File: config.mk
export PLATFORM = sky130hd
export DESIGN_NAME = pulse_voice_top
export DESIGN_NICKNAME = d
export VERILOG_FILES = /design/src/source/synth_pkg.sv /design/src/source/voice_if.sv /design/src/source/hist_if.sv /design/src/source/voice_ctrl.sv /design/src/source/square_osc.sv /design/src/source/fir_history.sv /design/src/source/fir_mac.sv /design/src/source/pulse_voice_top.sv
export SDC_FILE = /design/constraint.sdc
export NUM_CORES = 2
export LEC_CHECK = 0
export BUFFER_PORTS_ARGS = -buffer_cell sky130_fd_sc_hd__buf_2
export CORE_AREA = 2 2 262 368
export DETAILED_ROUTE_END_ITERATION = 10
export DIE_AREA = 0 0 264 370
export PLACE_DENSITY = 0.77
export SKIP_CTS_REPAIR_TIMING = 1
export SLEW_MARGIN = 15
export SYNTH_ARGS = -nofsm -noshare
export SYNTH_HDL_FRONTEND = slang
export SYNTH_SLANG_ARGS = --single-unit
File: constraint.sdc
create_clock -name clk -period 41.2 [get_ports clk]
set_input_delay 8.24 -clock clk [delete_from_list [all_inputs] [get_ports clk]]
set_output_delay 8.24 -clock clk [all_outputs]
set_load 0.05 [all_outputs]
File: src/source/synth_pkg.sv
// Widths, sample type, MIDI codes, note base table and FIR coefficients
package synth_pkg;

    localparam int SAMPLE_W   = 18;
    localparam int NOTE_W     = 7;
    localparam int VEL_W      = 7;
    localparam int PERIOD_W   = 24;
    localparam int MIDI_CMD_W = 4;

    typedef logic signed [SAMPLE_W-1:0] sample_t;

    localparam logic [MIDI_CMD_W-1:0] MIDI_NOTE_ON  = 4'h9;
    localparam logic [MIDI_CMD_W-1:0] MIDI_NOTE_OFF = 4'h8;

    // ------------------------------
    // Half periods of notes 0 to 11, in clocks
    // ------------------------------
    localparam logic [PERIOD_W-1:0] NOTE_BASE [12] = '{
        24'h2ea842, 24'h2c09e1, 24'h299120,
        24'h273be2, 24'h25082a, 24'h22f415,
        24'h20fdde, 24'h1f23d6, 24'h1d6469,
        24'h1bbe19, 24'h1a2f7d, 24'h18b740
    };

    // ------------------------------
    // Decimating lowpass filter
    // ------------------------------
    localparam int NUM_TAPS  = 32;
    localparam int TAP_W     = 5;
    localparam int ACC_W     = 48;
    localparam int COEF_FRAC = 15;

    // Tap k weights the sample of age k
    localparam sample_t FIR_COEF [NUM_TAPS] = '{
        18'h3fffe, 18'h3fffe, 18'h3ffff, 18'h00006,
        18'h00013, 18'h00027, 18'h00040, 18'h00058,
        18'h00065, 18'h0005b, 18'h0002b, 18'h3ffcc,
        18'h3ff3b, 18'h3fe82, 18'h3fdbc, 18'h3fd13,
        18'h3fcbe, 18'h3fcf9, 18'h3fdff, 18'h3fff7,
        18'h002f0, 18'h006d5, 18'h00b6a, 18'h01054,
        18'h0151b, 18'h01942, 18'h01c54, 18'h01df5,
        18'h01df5, 18'h01c54, 18'h01942, 18'h0151b
    };

endpackage

File: src/source/voice_if.sv
// Note event interface between the control module and the oscillator
`timescale 1ns/10ps

interface voice_if;

    logic                         note_on;
    logic                         note_off;
    logic [synth_pkg::NOTE_W-1:0] note;
    logic [synth_pkg::VEL_W-1:0]  velocity;

    modport source (
        output note_on, note_off, note, velocity
    );

    modport sink (
        input note_on, note_off, note, velocity
    );

endinterface

File: src/source/hist_if.sv
// FIR sample history write and read interface
`timescale 1ns/10ps

interface hist_if;

    logic                        wr_en;
    synth_pkg::sample_t          wr_data;
    logic [synth_pkg::TAP_W-1:0] rd_tap;
    synth_pkg::sample_t          rd_data;

    modport writer  (output wr_en, wr_data);

    modport reader  (output rd_tap, input rd_data);

    modport storage (input wr_en, wr_data, rd_tap, output rd_data);

endinterface

File: src/source/voice_ctrl.sv
// MIDI note decode, trigger counter, FIR request handshake and output strobe
`timescale 1ns/10ps

module voice_ctrl #(
    parameter int DECIM = 8
) (
    input  logic                             clk,
    input  logic                             reset,
    input  logic                             i_midi_rdy,
    input  logic [synth_pkg::MIDI_CMD_W-1:0] i_midi_cmd,
    input  logic [synth_pkg::NOTE_W-1:0]     i_midi_data0,
    input  logic [synth_pkg::VEL_W-1:0]      i_midi_data1,
    input  logic                             i_sample_8x_trig,
    voice_if.source                          voice,
    output logic                             o_req,
    input  logic                             i_ack,
    output logic                             o_sample_rdy
);

    localparam int CNT_W = (DECIM > 1) ? $clog2(DECIM) : 1;

    logic [CNT_W-1:0] trig_cnt;
    logic             decim_hit;
    logic             decim_d1;
    logic             ack_d1;

    // ------------------------------
    // MIDI decode
    // ------------------------------
    always_ff @(posedge clk or posedge reset) begin
        if (reset) begin
            voice.note_on  <= 1'b0;
            voice.note_off <= 1'b0;
            voice.note     <= '0;
            voice.velocity <= '0;
        end else begin
            voice.note_on  <= i_midi_rdy && (i_midi_cmd == synth_pkg::MIDI_NOTE_ON);
            voice.note_off <= i_midi_rdy && (i_midi_cmd == synth_pkg::MIDI_NOTE_OFF);
            if (i_midi_rdy && (i_midi_cmd == synth_pkg::MIDI_NOTE_ON)) begin
                voice.note     <= i_midi_data0;
                voice.velocity <= i_midi_data1;
            end
        end
    end

    // ------------------------------
    // Decimation and FIR request
    // ------------------------------
    assign decim_hit = i_sample_8x_trig && (trig_cnt == CNT_W'(DECIM - 1));

    always_ff @(posedge clk or posedge reset) begin
        if (reset) begin
            trig_cnt <= '0;
            decim_d1 <= 1'b0;
            o_req    <= 1'b0;
            ack_d1   <= 1'b0;
        end else begin
            if (decim_hit) begin
                trig_cnt <= '0;
            end else if (i_sample_8x_trig) begin
                trig_cnt <= trig_cnt + 1'b1;
            end
            // One cycle for the history write to land
            decim_d1 <= decim_hit;
            if (o_req && i_ack) begin
                o_req <= 1'b0;
            end else if (decim_d1 && !o_req && !i_ack) begin
                o_req <= 1'b1;
            end
            ack_d1 <= i_ack;
        end
    end

    // Strobe on the rising edge of ack
    assign o_sample_rdy = i_ack && !ack_d1;

endmodule

File: src/source/square_osc.sv
// Note period lookup, square level oscillator and one-pole smoother
`timescale 1ns/10ps

module square_osc (
    input  logic   clk,
    input  logic   reset,
    voice_if.sink  voice,
    input  logic   i_sample_8x_trig,
    hist_if.writer hist
);

    localparam int LEVEL_SHIFT = 9;

    logic [3:0]                     note_idx;
    logic [3:0]                     octave;
    logic [synth_pkg::PERIOD_W-1:0] note_period;
    logic [synth_pkg::PERIOD_W-1:0] half_period;
    logic [synth_pkg::PERIOD_W-1:0] period_cnt;
    logic                           sounding;
    synth_pkg::sample_t             level;
    synth_pkg::sample_t             smooth;
    logic signed [synth_pkg::SAMPLE_W:0] smooth_sum;

    // Lowest octave entry shifted down by octave number
    assign note_idx    = 4'(voice.note % 7'd12);
    assign octave      = 4'(voice.note / 7'd12);
    assign note_period = synth_pkg::NOTE_BASE[note_idx] >> octave;

    // ------------------------------
    // Oscillator
    // ------------------------------
    always_ff @(posedge clk or posedge reset) begin
        if (reset) begin
            half_period <= '0;
            period_cnt  <= '0;
            sounding    <= 1'b0;
            level       <= '0;
        end else if (voice.note_on) begin
            half_period <= note_period;
            period_cnt  <= '0;
            sounding    <= 1'b1;
            level       <= {voice.velocity, {LEVEL_SHIFT{1'b0}}};
        end else if (voice.note_off) begin
            sounding <= 1'b0;
            level    <= '0;
        end else if (sounding) begin
            if (period_cnt == half_period) begin
                period_cnt <= '0;
                level      <= -level;
            end else begin
                period_cnt <= period_cnt + 1'b1;
            end
        end
    end

    // ------------------------------
    // Smoother at the 8x rate
    // ------------------------------
    assign smooth_sum = level + smooth;

    always_ff @(posedge clk or posedge reset) begin
        if (reset) begin
            smooth     <= '0;
            hist.wr_en <= 1'b0;
        end else begin
            if (i_sample_8x_trig) begin
                smooth <= synth_pkg::sample_t'(smooth_sum >>> 1);
            end
            hist.wr_en <= i_sample_8x_trig;
        end
    end

    assign hist.wr_data = smooth;

endmodule

File: src/source/fir_history.sv
// Circular register buffer of the most recent smoothed samples
`timescale 1ns/10ps

module fir_history (
    input  logic    clk,
    input  logic    reset,
    hist_if.storage hist
);

    synth_pkg::sample_t          ring [synth_pkg::NUM_TAPS];
    logic [synth_pkg::TAP_W-1:0] wr_ptr;
    logic [synth_pkg::TAP_W-1:0] rd_idx;

    always_ff @(posedge clk or posedge reset) begin
        if (reset) begin
            wr_ptr <= '0;
            for (int i = 0; i < synth_pkg::NUM_TAPS; i++) begin
                ring[i] <= '0;
            end
        end else if (hist.wr_en) begin
            ring[wr_ptr] <= hist.wr_data;
            wr_ptr       <= wr_ptr + 1'b1;
        end
    end

    // Age 0 sits just behind the write pointer
    assign rd_idx       = wr_ptr - 1'b1 - hist.rd_tap;
    assign hist.rd_data = ring[rd_idx];

endmodule

File: src/source/fir_mac.sv
// FIR tap sequencer, multiply-accumulate and result register with ack side
`timescale 1ns/10ps

module fir_mac (
    input  logic               clk,
    input  logic               reset,
    input  logic               i_req,
    output logic               o_ack,
    hist_if.reader             hist,
    output synth_pkg::sample_t o_result
);

    localparam int PROD_W = 2 * synth_pkg::SAMPLE_W;

    logic [synth_pkg::TAP_W-1:0]       tap;
    logic                              run;
    logic                              sum_done;
    synth_pkg::sample_t                coef;
    logic signed [PROD_W-1:0]          prod;
    logic signed [synth_pkg::ACC_W-1:0] prod_ext;
    logic signed [synth_pkg::ACC_W-1:0] acc;
    logic signed [synth_pkg::ACC_W-1:0] acc_scaled;

    // One tap per cycle while a request is open
    assign run = i_req && !o_ack && !sum_done;

    assign hist.rd_tap = tap;
    assign coef        = synth_pkg::FIR_COEF[tap];
    assign prod        = coef * hist.rd_data;
    assign prod_ext    = {{(synth_pkg::ACC_W - PROD_W){prod[PROD_W-1]}}, prod};
    assign acc_scaled  = acc >>> synth_pkg::COEF_FRAC;

    // ------------------------------
    // Sequencer and handshake
    // ------------------------------
    always_ff @(posedge clk or posedge reset) begin
        if (reset) begin
            tap      <= '0;
            sum_done <= 1'b0;
            o_ack    <= 1'b0;
            o_result <= '0;
        end else begin
            if (run) begin
                // Wraps back to tap 0 after the last one
                tap <= tap + 1'b1;
                if (tap == synth_pkg::TAP_W'(synth_pkg::NUM_TAPS - 1)) begin
                    sum_done <= 1'b1;
                end
            end
            if (sum_done) begin
                o_result <= acc_scaled[synth_pkg::SAMPLE_W-1:0];
                o_ack    <= 1'b1;
                sum_done <= 1'b0;
            end else if (o_ack && !i_req) begin
                o_ack <= 1'b0;
            end
        end
    end

    // ------------------------------
    // Accumulator
    // ------------------------------
    always_ff @(posedge clk) begin
        if (run) begin
            if (tap == '0) begin
                acc <= prod_ext;
            end else begin
                acc <= acc + prod_ext;
            end
        end
    end

endmodule

File: src/source/pulse_voice_top.sv
// Pulse voice top level with control, oscillator, history and FIR MAC
`timescale 1ns/10ps

module pulse_voice_top #(
    parameter int DECIM = 8
) (
    input  logic                             clk,
    input  logic                             reset,
    input  logic                             i_midi_rdy,
    input  logic [synth_pkg::MIDI_CMD_W-1:0] i_midi_cmd,
    input  logic [synth_pkg::NOTE_W-1:0]     i_midi_data0,
    input  logic [synth_pkg::VEL_W-1:0]      i_midi_data1,
    input  logic                             i_sample_8x_trig,
    output logic                             o_sample_rdy,
    output synth_pkg::sample_t               o_sample
);

    logic fir_req;
    logic fir_ack;

    voice_if u_voice_if ();
    hist_if  u_hist_if ();

    voice_ctrl #(
        .DECIM (DECIM)
    ) u_voice_ctrl (
        .clk              (clk),
        .reset            (reset),
        .i_midi_rdy       (i_midi_rdy),
        .i_midi_cmd       (i_midi_cmd),
        .i_midi_data0     (i_midi_data0),
        .i_midi_data1     (i_midi_data1),
        .i_sample_8x_trig (i_sample_8x_trig),
        .voice            (u_voice_if.source),
        .o_req            (fir_req),
        .i_ack            (fir_ack),
        .o_sample_rdy     (o_sample_rdy)
    );

    square_osc u_square_osc (
        .clk              (clk),
        .reset            (reset),
        .voice            (u_voice_if.sink),
        .i_sample_8x_trig (i_sample_8x_trig),
        .hist             (u_hist_if.writer)
    );

    fir_history u_fir_history (
        .clk   (clk),
        .reset (reset),
        .hist  (u_hist_if.storage)
    );

    fir_mac u_fir_mac (
        .clk      (clk),
        .reset    (reset),
        .i_req    (fir_req),
        .o_ack    (fir_ack),
        .hist     (u_hist_if.reader),
        .o_result (o_sample)
    );

endmodule

==> flow_metrics.tcl <==
set metrics [dict create \
    grt_pass1_vias 33800 \
    path_class "flop to flop" \
    max_slew_margin 0.179 \
    start_util 0.506 \
    fp.dieArea_sq_um 97700 \
    synth_area_sq_um 47900 \
    cts.sink_count 744 \
    path_max_fanout 68 \
    die_w_microns 264 \
    gr-total-overflow 0 \
    antenna_found_initial 1 \
    clk_path_buf_depth 3 \
    timing.fmax_mhz 79.3 \
    tns_ns 0 \
    hold_path_class "flop to flop" \
    vias 31900 \
    area_growth_pct 8.89 \
    finalWirelength_mm 122 \
    ant_nets 0 \
    fin_skew_ns 0.0562 \
    dp_hpwl_mm 83.0 \
    avgSynthCellArea_sq_um 11.9 \
    cts_buffers 75 \
    nNetsFinal 4446 \
    routedWlPerCell_microns 23.1 \
    grt_pass1_wl_mm 192 \
    syn_inst 4018 \
    drt_iter0_markers 2371 \
    start_kind "flop" \
    worstSetupEndpointType "flop" \
    slew_viol_final 0 \
    run_status "complete, no violations" \
    coreArea_sq_um 94600 \
    crit_family "adder cells" \
    hold_viol 0 \
    arrival_ns 13.03 \
    path_buf_inv 6 \
    synth_edf_count 33 \
    final.period_utilization 0.306 \
    cts_tree "yes" \
    drcViolationCount 0 \
    synthArstFlopShare 0.956 \
    routabilityCongestion 0.941 \
    num_io_pins 41 \
    track_usage 0.254 \
    finalSetupViolCount 0 \
    grt_max_degree 115 \
    path_clk_slew_ns 0.06 \
    synth_flop_cell "dfrtp_1" \
    drv_cap 0 \
    io_buffer_count 40 \
    first_pass_iters 6 \
    post-route-min-period_ns 12.62 \
    htreeDepth 3 \
    syn-num-nets 4481 \
    worstMarginPinSlew_ns 1.22 \
    die_h_microns 370 \
    synth.distinct_cells 88 \
    placementRows 134 \
    clock_tree.root_cell "clkbuf_16" \
    clk_latency_ns 0.68 \
    yosys_warnings 0 \
    cp_slowest_cell "fa_4" \
    vias_per_cell 6.07 \
    grt_setup_unrepaired "no" \
    required_ns 41.61 \
    slowest_delay_ns 1.08 \
    drive_gt1_frac 0.274 \
    ys_seq_area_frac 0.392 \
    synth-seq-cells 744 \
]
==> final cells by class <==
class                      count  area (sq um)
tap                         1224          1530
inverter                     350          1320
multi-input combinational   2689         27000
sequential                   744         18800
fill                        7598         42400
clock buffer                  99          2120
clock inverter                33           557
timing repair buffer         123           843
antenna                        1          2.50
==> layer usage <==
layer / global-route usage / routed length [microns] / up-vias
met5: 0 / 13 / -
met4: 0.147 / 7490 / 2
met3: 0.0352 / 5770 / 362
met2: 0.457 / 63600 / 1053
met1: 0.288 / 44800 / 16600
li1: - / - / 14000
==> placed cells by master, fill, tap and decap left out, types with 11 or more instances in the layout <==
cell type and instances:
xor2_1 42, nand2_1 260, a21o_1 45, a211oi_1 17, nand2b_1 35, nand3_1 52
nor2b_1 23, ha_1 167, and2_1 13, mux2i_1 36, clkbuf_8 15, nor4_1 14
clkbuf_16 75, o21ai_0 129, nand4_1 20, or2_2 11, dfrtp_1 707, mux2_2 614
buf_2 40, inv_1 347, nor2_1 269, o31ai_1 22, edfxtp_1 33, xnor2_1 77
o211ai_1 12, buf_4 82, a21oi_1 109, o21a_1 17, nor3_1 35, fa_1 272
mux4_2 181, a31oi_1 16, and3_1 12
==> synthesized netlist by cell type (9+ instances only) <==
cell | number | area, sq um
nand3_1 | 52 | 260
buf_1 | 25 | 93.8
inv_1 | 348 | 1310
clkbuf_1 | 165 | 619
fa_1 | 273 | 5470
xor2_1 | 42 | 368
nor2_1 | 281 | 1050
nand4_1 | 20 | 125
a21o_1 | 45 | 338
o21bai_1 | 9 | 67.6
nor3_1 | 41 | 205
and3_1 | 12 | 75.1
nor2b_1 | 23 | 144
nand2b_1 | 35 | 219
mux4_2 | 181 | 4080
or2_2 | 11 | 68.8
xnor2_1 | 80 | 701
and2_1 | 13 | 81.3
nand3b_1 | 10 | 75.1
edfxtp_1 | 33 | 991
buf_2 | 40 | 200
a31oi_1 | 18 | 113
a211oi_1 | 17 | 128
ha_1 | 168 | 2100
a21oi_1 | 109 | 546
dfrtp_1 | 711 | 17800
nor4_1 | 14 | 87.6
o211ai_1 | 12 | 90.1
or3_1 | 10 | 62.6
o21ai_0 | 129 | 646
o21a_1 | 17 | 128
o31ai_1 | 23 | 173
mux2_2 | 614 | 6910
nand2_1 | 260 | 976
mux2i_1 | 36 | 360
==> stage by stage <==
stage	worst slack, ns	cells	cell area [sq um]	hold slack, ns	util
finish	28.58	5263	52100	0.465	0.551
global route	27.80	5262	52100	0.493	0.551
CTS	28.59	5261	52100	0.473	0.551
detailed placement	28.64	5129	49400	0.459	0.523
global placement	28.73	5129	49400	0.443	0.523
floorplan	13.02	4018	47900	0.408	-
==> worst paths after layout <==
check	from	to	slack [ns]	cells past startpoint
setup / recovery	u_fir_mac.hist.rd_tap[0]	u_fir_mac.acc[31]	28.58	37
hold / removal	u_fir_mac.o_ack	u_voice_ctrl.ack_d1	0.46	0
setup reg to reg	u_fir_mac.hist.rd_tap[0]	u_fir_mac.acc[31]	28.58	37
hold reg to reg	u_fir_mac.o_ack	u_voice_ctrl.ack_d1	0.46	0
max in group asynchronous	reset	u_fir_history.ring[233]	30.22	5
min in group asynchronous	reset	u_fir_mac.o_result[12]	7.65	2
==> cell families after synthesis <==
| family | share of synthesized area |
|---|---|
| xor gates and xnor gates | 0.0223 |
| muxes | 0.237 |
| and+or+nand+nor | 0.0754 |
| AOI/OAI and AO/OA | 0.0672 |
| buffers and inverters | 0.0474 |
| DFF | 0.392 |
| adders and majority gates | 0.158 |
==> state kept, by name, indices dropped and copies added, names as in the netlist, 3 cells and up <==
signal	flops
u_fir_history.ring	576
u_fir_mac.acc	33
u_square_osc.period_cnt	24
u_square_osc.half_period	22
u_fir_mac.o_result	18
u_square_osc.hist.wr_data	18
u_square_osc.level	17
u_voice_ctrl.voice.note	7
u_voice_ctrl.voice.velocity	7
u_fir_history.wr_ptr	5
u_fir_mac.hist.rd_tap	5
u_voice_ctrl.trig_cnt	3
Power is left out: the tool's default activity adds up to more than one toggle a clock period on the data nets, which glitch-free logic cannot reach.
